===== src/hdl/alu_ops_pkg.sv =====
// --------------------
// ALU ops engine package
// Shared widths, operation codes and the configuration word layout
// --------------------

package alu_ops_pkg;

    localparam int WORD_WIDTH  = 32;
    localparam int COUNT_WIDTH = 16;

    typedef logic [WORD_WIDTH-1:0]  word_t;
    typedef logic [COUNT_WIDTH-1:0] count_t;

    // --------------------
    // ALU operation codes
    // --------------------
    // Codes 6 and 7 are reserved and run as ALU_ADD
    typedef enum logic [2:0] {
        ALU_ADD = 3'd0,
        ALU_SUB = 3'd1,
        ALU_MUL = 3'd2,
        ALU_MIN = 3'd3,
        ALU_MAX = 3'd4,
        ALU_XOR = 3'd5
    } alu_op_e;

    // Which configuration word a memory response carries
    typedef enum logic {
        CFG_OP    = 1'b0,
        CFG_CONST = 1'b1
    } cfg_index_e;

    // --------------------
    // Configuration word
    // --------------------
    // Operation word layout, MSB first
    typedef struct packed {
        alu_op_e                 alu_op;
        logic                    swap;
        logic [WORD_WIDTH-5:0]   reserved;
    } cfg_op_view_t;

    // Same memory word read as a constant or as an operation word
    typedef union packed {
        word_t        raw;
        cfg_op_view_t op;
    } cfg_word_u;

endpackage : alu_ops_pkg


===== src/hdl/alu_ops_config_store.sv =====
// --------------------
// ALU ops configuration store
// Captures the operation word and the constant word from the memory
// response channel and holds them for the datapath
// --------------------

`timescale 1ns/100ps

module alu_ops_config_store (
    input  logic                    ap_clk,
    input  logic                    areset_alu_ops_engine,
    input  logic                    mem_valid,
    input  alu_ops_pkg::cfg_index_e mem_index,
    input  alu_ops_pkg::cfg_word_u  mem_data,
    output logic                    cfg_ready,
    output alu_ops_pkg::alu_op_e    cfg_op,
    output logic                    cfg_swap,
    output alu_ops_pkg::word_t      cfg_constant
);

    logic                 seen_op;
    logic                 seen_const;
    logic                 wr_op;
    logic                 wr_const;
    alu_ops_pkg::alu_op_e op_decoded;

    // --------------------
    // Word decode
    // --------------------
    assign wr_op    = mem_valid & (mem_index == alu_ops_pkg::CFG_OP);
    assign wr_const = mem_valid & (mem_index == alu_ops_pkg::CFG_CONST);

    // Reserved codes fold onto ADD
    always_comb begin
        if (mem_data.op.alu_op > alu_ops_pkg::ALU_XOR) begin
            op_decoded = alu_ops_pkg::ALU_ADD;
        end else begin
            op_decoded = mem_data.op.alu_op;
        end
    end

    // --------------------
    // Configuration registers
    // --------------------
    always_ff @(posedge ap_clk) begin
        if (areset_alu_ops_engine) begin
            seen_op    <= 1'b0;
            seen_const <= 1'b0;
            cfg_op     <= alu_ops_pkg::ALU_ADD;
            cfg_swap   <= 1'b0;
        end else begin
            if (wr_op) begin
                seen_op  <= 1'b1;
                cfg_op   <= op_decoded;
                cfg_swap <= mem_data.op.swap;
            end
            if (wr_const) begin
                seen_const <= 1'b1;
            end
        end
    end

    // Constant register
    always_ff @(posedge ap_clk) begin
        if (wr_const) begin
            cfg_constant <= mem_data.raw;
        end
    end

    // Ready once both words arrived since reset
    assign cfg_ready = seen_op & seen_const;

endmodule : alu_ops_config_store


===== src/hdl/alu_ops_datapath.sv =====
// --------------------
// ALU ops datapath
// Two-stage pipeline that combines each engine word with the constant
// and tracks how many results of the current job were produced
// --------------------

`timescale 1ns/100ps

module alu_ops_datapath (
    input  logic                 ap_clk,
    input  logic                 areset_alu_ops_engine,
    input  logic                 desc_valid,
    input  alu_ops_pkg::count_t  desc_count,
    input  logic                 data_valid,
    input  alu_ops_pkg::word_t   data,
    input  logic                 cfg_ready,
    input  alu_ops_pkg::alu_op_e cfg_op,
    input  logic                 cfg_swap,
    input  alu_ops_pkg::word_t   cfg_constant,
    output logic                 result_valid,
    output alu_ops_pkg::word_t   result_data,
    output logic                 busy,
    output logic                 job_done
);

    logic                 job_seen;
    alu_ops_pkg::count_t  job_target;
    alu_ops_pkg::count_t  accepted;
    alu_ops_pkg::count_t  produced;
    logic                 accept;

    logic                 s1_valid;
    alu_ops_pkg::word_t   s1_a;
    alu_ops_pkg::word_t   s1_b;
    alu_ops_pkg::alu_op_e s1_op;

    function automatic alu_ops_pkg::word_t alu_apply(
        input alu_ops_pkg::alu_op_e op,
        input alu_ops_pkg::word_t   a,
        input alu_ops_pkg::word_t   b
    );
        alu_ops_pkg::word_t res;
        case (op)
            alu_ops_pkg::ALU_SUB: res = a - b;
            alu_ops_pkg::ALU_MUL: res = a * b;
            alu_ops_pkg::ALU_MIN: res = (a < b) ? a : b;
            alu_ops_pkg::ALU_MAX: res = (a > b) ? a : b;
            alu_ops_pkg::ALU_XOR: res = a ^ b;
            default:              res = a + b;
        endcase
        return res;
    endfunction

    // --------------------
    // Job tracking
    // --------------------
    // Words beyond the job count or before configuration are dropped
    assign accept = data_valid & cfg_ready & job_seen & (accepted != job_target);

    always_ff @(posedge ap_clk) begin
        if (areset_alu_ops_engine) begin
            job_seen   <= 1'b0;
            job_target <= '0;
            accepted   <= '0;
            produced   <= '0;
        end else if (desc_valid) begin
            job_seen   <= 1'b1;
            job_target <= desc_count;
            accepted   <= '0;
            produced   <= '0;
        end else begin
            if (accept) begin
                accepted <= accepted + 1'b1;
            end
            if (result_valid) begin
                produced <= produced + 1'b1;
            end
        end
    end

    assign job_done = job_seen & (produced == job_target);

    // --------------------
    // Stage one, operand order
    // --------------------
    always_ff @(posedge ap_clk) begin
        if (areset_alu_ops_engine) begin
            s1_valid <= 1'b0;
        end else begin
            s1_valid <= accept;
        end
    end

    always_ff @(posedge ap_clk) begin
        s1_a  <= cfg_swap ? cfg_constant : data;
        s1_b  <= cfg_swap ? data : cfg_constant;
        s1_op <= cfg_op;
    end

    // --------------------
    // Stage two, operation
    // --------------------
    always_ff @(posedge ap_clk) begin
        if (areset_alu_ops_engine) begin
            result_valid <= 1'b0;
        end else begin
            result_valid <= s1_valid;
        end
    end

    always_ff @(posedge ap_clk) begin
        result_data <= alu_apply(s1_op, s1_a, s1_b);
    end

    assign busy = s1_valid | result_valid;

endmodule : alu_ops_datapath


===== src/hdl/alu_ops_request_fifo.sv =====
// --------------------
// ALU ops request FIFO
// Circular buffer for results with a registered read port and
// empty and programmable-full flags taken from the fill count
// --------------------

`timescale 1ns/100ps

module alu_ops_request_fifo #(
    parameter int FIFO_DEPTH  = 32,
    parameter int PROG_THRESH = 16
) (
    input  logic               ap_clk,
    input  logic               areset_alu_ops_engine,
    input  logic               wr_en,
    input  alu_ops_pkg::word_t wr_data,
    input  logic               rd_en,
    output logic               rd_valid,
    output alu_ops_pkg::word_t rd_data,
    output logic               empty,
    output logic               prog_full
);

    localparam int ADDR_W = (FIFO_DEPTH > 1) ? $clog2(FIFO_DEPTH) : 1;
    localparam int FILL_W = ADDR_W + 1;

    localparam logic [ADDR_W-1:0] LAST_ADDR = ADDR_W'(FIFO_DEPTH - 1);
    localparam logic [FILL_W-1:0] FULL_FILL = FILL_W'(FIFO_DEPTH);
    localparam logic [FILL_W-1:0] PROG_FILL = FILL_W'(PROG_THRESH);

    alu_ops_pkg::word_t mem [FIFO_DEPTH];

    logic [ADDR_W-1:0] wr_ptr;
    logic [ADDR_W-1:0] rd_ptr;
    logic [FILL_W-1:0] fill;
    logic              do_wr;
    logic              do_rd;

    // Writes into a full buffer are lost
    assign do_wr = wr_en & (fill != FULL_FILL);
    assign do_rd = rd_en & (fill != '0);

    // --------------------
    // Pointers and fill
    // --------------------
    always_ff @(posedge ap_clk) begin
        if (areset_alu_ops_engine) begin
            wr_ptr   <= '0;
            rd_ptr   <= '0;
            fill     <= '0;
            rd_valid <= 1'b0;
        end else begin
            if (do_wr) begin
                wr_ptr <= (wr_ptr == LAST_ADDR) ? '0 : wr_ptr + 1'b1;
            end
            if (do_rd) begin
                rd_ptr <= (rd_ptr == LAST_ADDR) ? '0 : rd_ptr + 1'b1;
            end
            if (do_wr && !do_rd) begin
                fill <= fill + 1'b1;
            end else if (do_rd && !do_wr) begin
                fill <= fill - 1'b1;
            end
            rd_valid <= do_rd;
        end
    end

    // --------------------
    // Storage and read port
    // --------------------
    always_ff @(posedge ap_clk) begin
        if (do_wr) begin
            mem[wr_ptr] <= wr_data;
        end
        if (do_rd) begin
            rd_data <= mem[rd_ptr];
        end
    end

    assign empty     = (fill == '0);
    assign prog_full = (fill >= PROG_FILL);

endmodule : alu_ops_request_fifo


===== src/hdl/engine_alu_ops.sv =====
// --------------------
// ALU operations engine
// Registers the inputs, joins the configuration store, the ALU
// datapath and the request FIFO, and reports job completion
// --------------------

`timescale 1ns/100ps

module engine_alu_ops #(
    parameter int FIFO_DEPTH  = 32,
    parameter int PROG_THRESH = 16
) (
    input  logic                    ap_clk,
    input  logic                    areset_alu_ops_engine,
    input  logic                    descriptor_in_valid,
    input  alu_ops_pkg::count_t     descriptor_in_count,
    input  logic                    response_memory_in_valid,
    input  alu_ops_pkg::cfg_index_e response_memory_in_index,
    input  alu_ops_pkg::cfg_word_u  response_memory_in_data,
    input  logic                    response_engine_in_valid,
    input  alu_ops_pkg::word_t      response_engine_in_data,
    output logic                    response_engine_in_prog_full,
    input  logic                    request_engine_out_rd_en,
    output logic                    request_engine_out_valid,
    output alu_ops_pkg::word_t      request_engine_out_data,
    output logic                    done_out
);

    logic                    desc_valid_reg;
    alu_ops_pkg::count_t     desc_count_reg;
    logic                    mem_valid_reg;
    alu_ops_pkg::cfg_index_e mem_index_reg;
    alu_ops_pkg::cfg_word_u  mem_data_reg;
    logic                    eng_valid_reg;
    alu_ops_pkg::word_t      eng_data_reg;
    logic                    rd_en_reg;

    logic                    cfg_ready;
    alu_ops_pkg::alu_op_e    cfg_op;
    logic                    cfg_swap;
    alu_ops_pkg::word_t      cfg_constant;

    logic                    result_valid;
    alu_ops_pkg::word_t      result_data;
    logic                    dp_busy;
    logic                    dp_job_done;
    logic                    fifo_empty;
    logic                    fifo_prog_full;

    // --------------------
    // Input registers
    // --------------------
    always_ff @(posedge ap_clk) begin
        if (areset_alu_ops_engine) begin
            desc_valid_reg <= 1'b0;
            mem_valid_reg  <= 1'b0;
            eng_valid_reg  <= 1'b0;
            rd_en_reg      <= 1'b0;
        end else begin
            desc_valid_reg <= descriptor_in_valid;
            mem_valid_reg  <= response_memory_in_valid;
            eng_valid_reg  <= response_engine_in_valid;
            rd_en_reg      <= request_engine_out_rd_en;
        end
    end

    always_ff @(posedge ap_clk) begin
        desc_count_reg <= descriptor_in_count;
        mem_index_reg  <= response_memory_in_index;
        mem_data_reg   <= response_memory_in_data;
        eng_data_reg   <= response_engine_in_data;
    end

    // --------------------
    // Blocks
    // --------------------
    alu_ops_config_store config_store_i (
        .ap_clk                (ap_clk),
        .areset_alu_ops_engine (areset_alu_ops_engine),
        .mem_valid             (mem_valid_reg),
        .mem_index             (mem_index_reg),
        .mem_data              (mem_data_reg),
        .cfg_ready             (cfg_ready),
        .cfg_op                (cfg_op),
        .cfg_swap              (cfg_swap),
        .cfg_constant          (cfg_constant)
    );

    alu_ops_datapath datapath_i (
        .ap_clk                (ap_clk),
        .areset_alu_ops_engine (areset_alu_ops_engine),
        .desc_valid            (desc_valid_reg),
        .desc_count            (desc_count_reg),
        .data_valid            (eng_valid_reg),
        .data                  (eng_data_reg),
        .cfg_ready             (cfg_ready),
        .cfg_op                (cfg_op),
        .cfg_swap              (cfg_swap),
        .cfg_constant          (cfg_constant),
        .result_valid          (result_valid),
        .result_data           (result_data),
        .busy                  (dp_busy),
        .job_done              (dp_job_done)
    );

    // FIFO read register doubles as the output register
    alu_ops_request_fifo #(
        .FIFO_DEPTH  (FIFO_DEPTH),
        .PROG_THRESH (PROG_THRESH)
    ) request_fifo_i (
        .ap_clk                (ap_clk),
        .areset_alu_ops_engine (areset_alu_ops_engine),
        .wr_en                 (result_valid),
        .wr_data               (result_data),
        .rd_en                 (rd_en_reg),
        .rd_valid              (request_engine_out_valid),
        .rd_data               (request_engine_out_data),
        .empty                 (fifo_empty),
        .prog_full             (fifo_prog_full)
    );

    // --------------------
    // Output registers
    // --------------------
    // Done needs the job count reached with nothing left in flight
    always_ff @(posedge ap_clk) begin
        if (areset_alu_ops_engine) begin
            done_out                     <= 1'b0;
            response_engine_in_prog_full <= 1'b0;
        end else begin
            response_engine_in_prog_full <= fifo_prog_full;
            if (desc_valid_reg) begin
                done_out <= 1'b0;
            end else begin
                done_out <= dp_job_done & ~dp_busy & fifo_empty;
            end
        end
    end

endmodule : engine_alu_ops


===== config.mk =====
export PLATFORM = sky130hd
export DESIGN_NAME = engine_alu_ops
export DESIGN_NICKNAME = d
export VERILOG_FILES = /design/src/hdl/alu_ops_pkg.sv /design/src/hdl/alu_ops_config_store.sv /design/src/hdl/alu_ops_datapath.sv /design/src/hdl/alu_ops_request_fifo.sv /design/src/hdl/engine_alu_ops.sv
export SDC_FILE = /design/constraint.sdc
export NUM_CORES = 2
export LEC_CHECK = 0
export ABC_CLOCK_PERIOD_IN_PS = 14950
export BUFFER_PORTS_ARGS = -buffer_cell sky130_fd_sc_hd__buf_4
export CAP_MARGIN = 10
export CORE_MARGIN = 5
export CORE_UTILIZATION = 30
export DETAILED_ROUTE_END_ITERATION = 7
export GPL_ROUTABILITY_DRIVEN = 0
export SYNTH_ARGS = -nofsm -noshare
export SYNTH_HDL_FRONTEND = slang
export SYNTH_SLANG_ARGS = --single-unit

===== constraint.sdc =====
create_clock -name ap_clk -period 14.95 [get_ports ap_clk]
set_input_delay 2.2425 -clock ap_clk [delete_from_list [all_inputs] [get_ports ap_clk]]
set_output_delay 2.2425 -clock ap_clk [all_outputs]
set_load 0.01 [all_outputs]

==> summary by stage <==
Finish
The core occupancy in the finished layout is 34.0%. The repair_antennas step left the layout with diodes totalling 0. The final layout net count is 5508. The relative area change from synthesis to final layout is 13.1%.

The number of flip-flops under the largest register name is 1024. The fraction of layout instances using a drive strength above 1 is 17.9%. request_fifo_i.mem holds more flip-flops than any other register.

STA
The worst path meets setup with 6.87 ns of slack. The worst-case clock skew is 0.0706 ns. The total count of hold-check failures in the final report is 0. Setup repair after global routing left no endpoint under its margin.

The clock period minus final worst setup slack is 8.08 ns. Setup violations remaining at the end of the flow were counted as 0. For the pin with the worst max-slew slack, the measured transition is 1.24 ns. The relative slew slack is 17.2%. Summed over all failing endpoints, the final setup total negative slack is 0 ns. The count of final max-slew check failures is 0.

Based on the critical path, the design can be clocked at up to 0.124 GHz. In the finished design, the share of the clock period the worst path needs comes to 54.0%.

Placed design
Detailed placement ended at an HPWL of 114000 um. OpenSTA, run right after detailed placement, puts the worst setup slack at 6.97 ns. The count of buffers inserted at the top-level ports is 121.

Synthesis
For this run, asynchronously set or reset flops after synthesis account for 0%. The number of synthesized register bits is 1348. The number of flops mapped to enable cells by yosys is 1088. The synthesized netlist contains 78 unique library cells. After synthesis, flip-flops and latches occupy 54.9% of the total area. The top cell type by total area after synthesis is edfxtp_1. The warning count from the yosys run is 0. The gate count after technology mapping is 4713. After synthesis, the largest area contributor takes up 47.4% of total cell area.

The mapped netlist covers 68900 um^2. The mean instance size in the synthesized netlist is 14.6 um^2. The synthesized netlist net count is 5411. By count the netlist is led by edfxtp_1 (1088), inv_1 (457), fa_1 (411). By area the synthesized netlist is led by edfxtp_1 (47%), fa_1 (12%), mux4_2 (10%), dfxtp_1 (7.5%), ha_1 (3.6%). Among all flip-flop cells after synthesis, the most frequent one is edfxtp_1.

edfxtp_1 is the most common cell in the netlist.

Clock tree
The post-CTS clock slew at the launch and capture registers of the worst setup and hold paths is 0.06 ns. TritonCTS built the clock tree. The number of cells upsized or downsized after cts is 0. The number of sinks handled by clock tree synthesis is 1348.

The largest buffer count on any clock path is 3. The number of H-tree branching levels is 4. In this run the clock root is driven by a clkbuf_16. Buffers added to address setup during post-CTS repair amount to 0. The clock network latency to the later pin of the worst-skew pair is 0.78 ns. Counting the buffers created by CTS gives 130. The number of buffers inserted by hold repair at cts is 0.

GRT
The most used routing layer is met2. The initial antenna violation count is 5. The number of global-route vias before repair is 41400. The fraction of met1 tracks used by global routing is 22.0%. Entering global routing, the biggest net connects 128 pins.

The first-pass GRT wire length is 276000 um. The global router's overall resource usage is 15.4%. The met3 demand-to-capacity share in global routing is 2.49%. In the global route stage, met2 resource usage came out at 24.2%. After global routing the overflow that remains totals 0.

Routing
For this run, design rule violations remaining after detail routing come to 18. In the final routed layout, each cell accounts on average for 23.3 um. The first routing iteration left 3971 violations. The via count of the routed design is 39900.

Summed over all layers, the routed wires come to 185000 um. Before antenna repair, the detailed router went through 8 iterations. Dividing the detail-routed via count by the number of cells gives 5.02. In this run the remaining antenna-violating nets after routing total 0.

Floorplanning
The floorplan step set the die height to 489 um. During I/O placement, the number of pins put on the boundary was 122. The die area is 239000 um^2. The floorplan row count is 176.

The overall die width is 489 um. The initial utilization of the core area, before any placement, comes to 30.0%. The core area is 229000 um^2.

Setup path
The endpoint identified for the worst register-to-register timing path is datapath_i.result_data[30]. By instance count, the cell type seen most on the critical path is fa_1. The maximum fanout count along the critical path is 22.

The data arrival time of the critical path is 8.69 ns. The cell at the slowest stage of the critical path is dfxtp_1. The worst setup path is captured at a flop.

Data on the critical path is required at its endpoint by 15.56 ns. Counting cells, the worst reg-to-reg path comes to 25. The critical path's largest stage delay is 1.00 ns. The most critical setup path has its startpoint at datapath_i.s1_a[12]. The startpoint class of the critical path is a flop.

The critical path in this run is classified as flop to flop. The slack of the worst reg-to-reg path is 6.87 ns. The worst register-to-register path begins at datapath_i.s1_a[12].

Hold path
The hold path startpoint is config_store_i.cfg_op[2]. The cell count of the worst hold path is 0. The destination of the worst hold path is datapath_i.s1_op[2].

The tightest min-delay check is of the flop to flop type.

Run status
The checks that failed: design-rule violations. The run finished, with violations left.

Job
The total of max-cap violations is 0.
cells by family (layout without fill, tap and decap cells):
kind of cell	count (synthesis)	after routing	share of synthesized area [%]
AO/OA/AOI/OAI	413	413	3.84
XOR/XNOR	173	173	2.22
adder cells (fa/ha/maj)	611	611	15.6
buffers and inverters	708	911	3.90
flip-flops	1348	1348	54.9
multiplexers	445	445	12.4
AND/OR/NAND/NOR	1015	1015	7.10
layout by cell type (no fill, tap or decap), types with 97 or more instances in the layout:
master     Yosys  final
edfxtp_1    1088   1088
inv_1        457    456
fa_1         411    411
mux4_2       320    320
nand2_1      311    311
and2_1       260    259
dfxtp_1      260    253
nor2_1       253    220
buf_4          0    209
ha_1         200    200
a21oi_1      131    131
clkbuf_16      0    131
xnor2_1      120    120
mux2_2        97     97
worst max-delay path: cells and delay by family (launching register included):
family,cells,cell delay (ns)
AO/OA/AOI/OAI,8,1.80
adder cells (fa/ha/maj),9,4.15
buffers and inverters,4,0.22
flip-flops,1,1.00
multiplexers,1,0.21
AND/OR/NAND/NOR,3,0.54
layer usage:
metal  wire [um]  vias up
li1            -    17000
met1       80300    20900
met2       85700     1667
met3       13600      331
met4        5400        0
met5           0        -
final cells by class:
type	instances	area, um^2
clock buffers	179	3570
clock inverters	59	698
fillers	22100	151000
inverters	459	1720
multi-input cells	2657	28600
flip-flops and latches	1348	37900
well taps	3026	3790
repair buffers	214	1680
stage by stage:
step	hold WS [ns]	instances	instance area (um^2)
3_5_place_dp	0.344	7701	73700
6_report	0.327	7942	78000
3_3_place_gp	0.342	7701	73700
2_1_floorplan	0.331	4713	68900
5_1_grt	0.344	7942	78000
4_1_cts	0.325	7939	77900
how the worst max path moves through the flow:
stage,end
4_1_cts,datapath_i.result_data[30]
2_1_floorplan,datapath_i.result_data[30]
3_3_place_gp,datapath_i.result_data[30]
5_1_grt,datapath_i.result_data[30]
3_5_place_dp,datapath_i.result_data[30]
6_report,datapath_i.result_data[30]
Power is left out: the tool's default activity adds up to more than one toggle a clock period on the data nets, which glitch-free logic cannot reach.
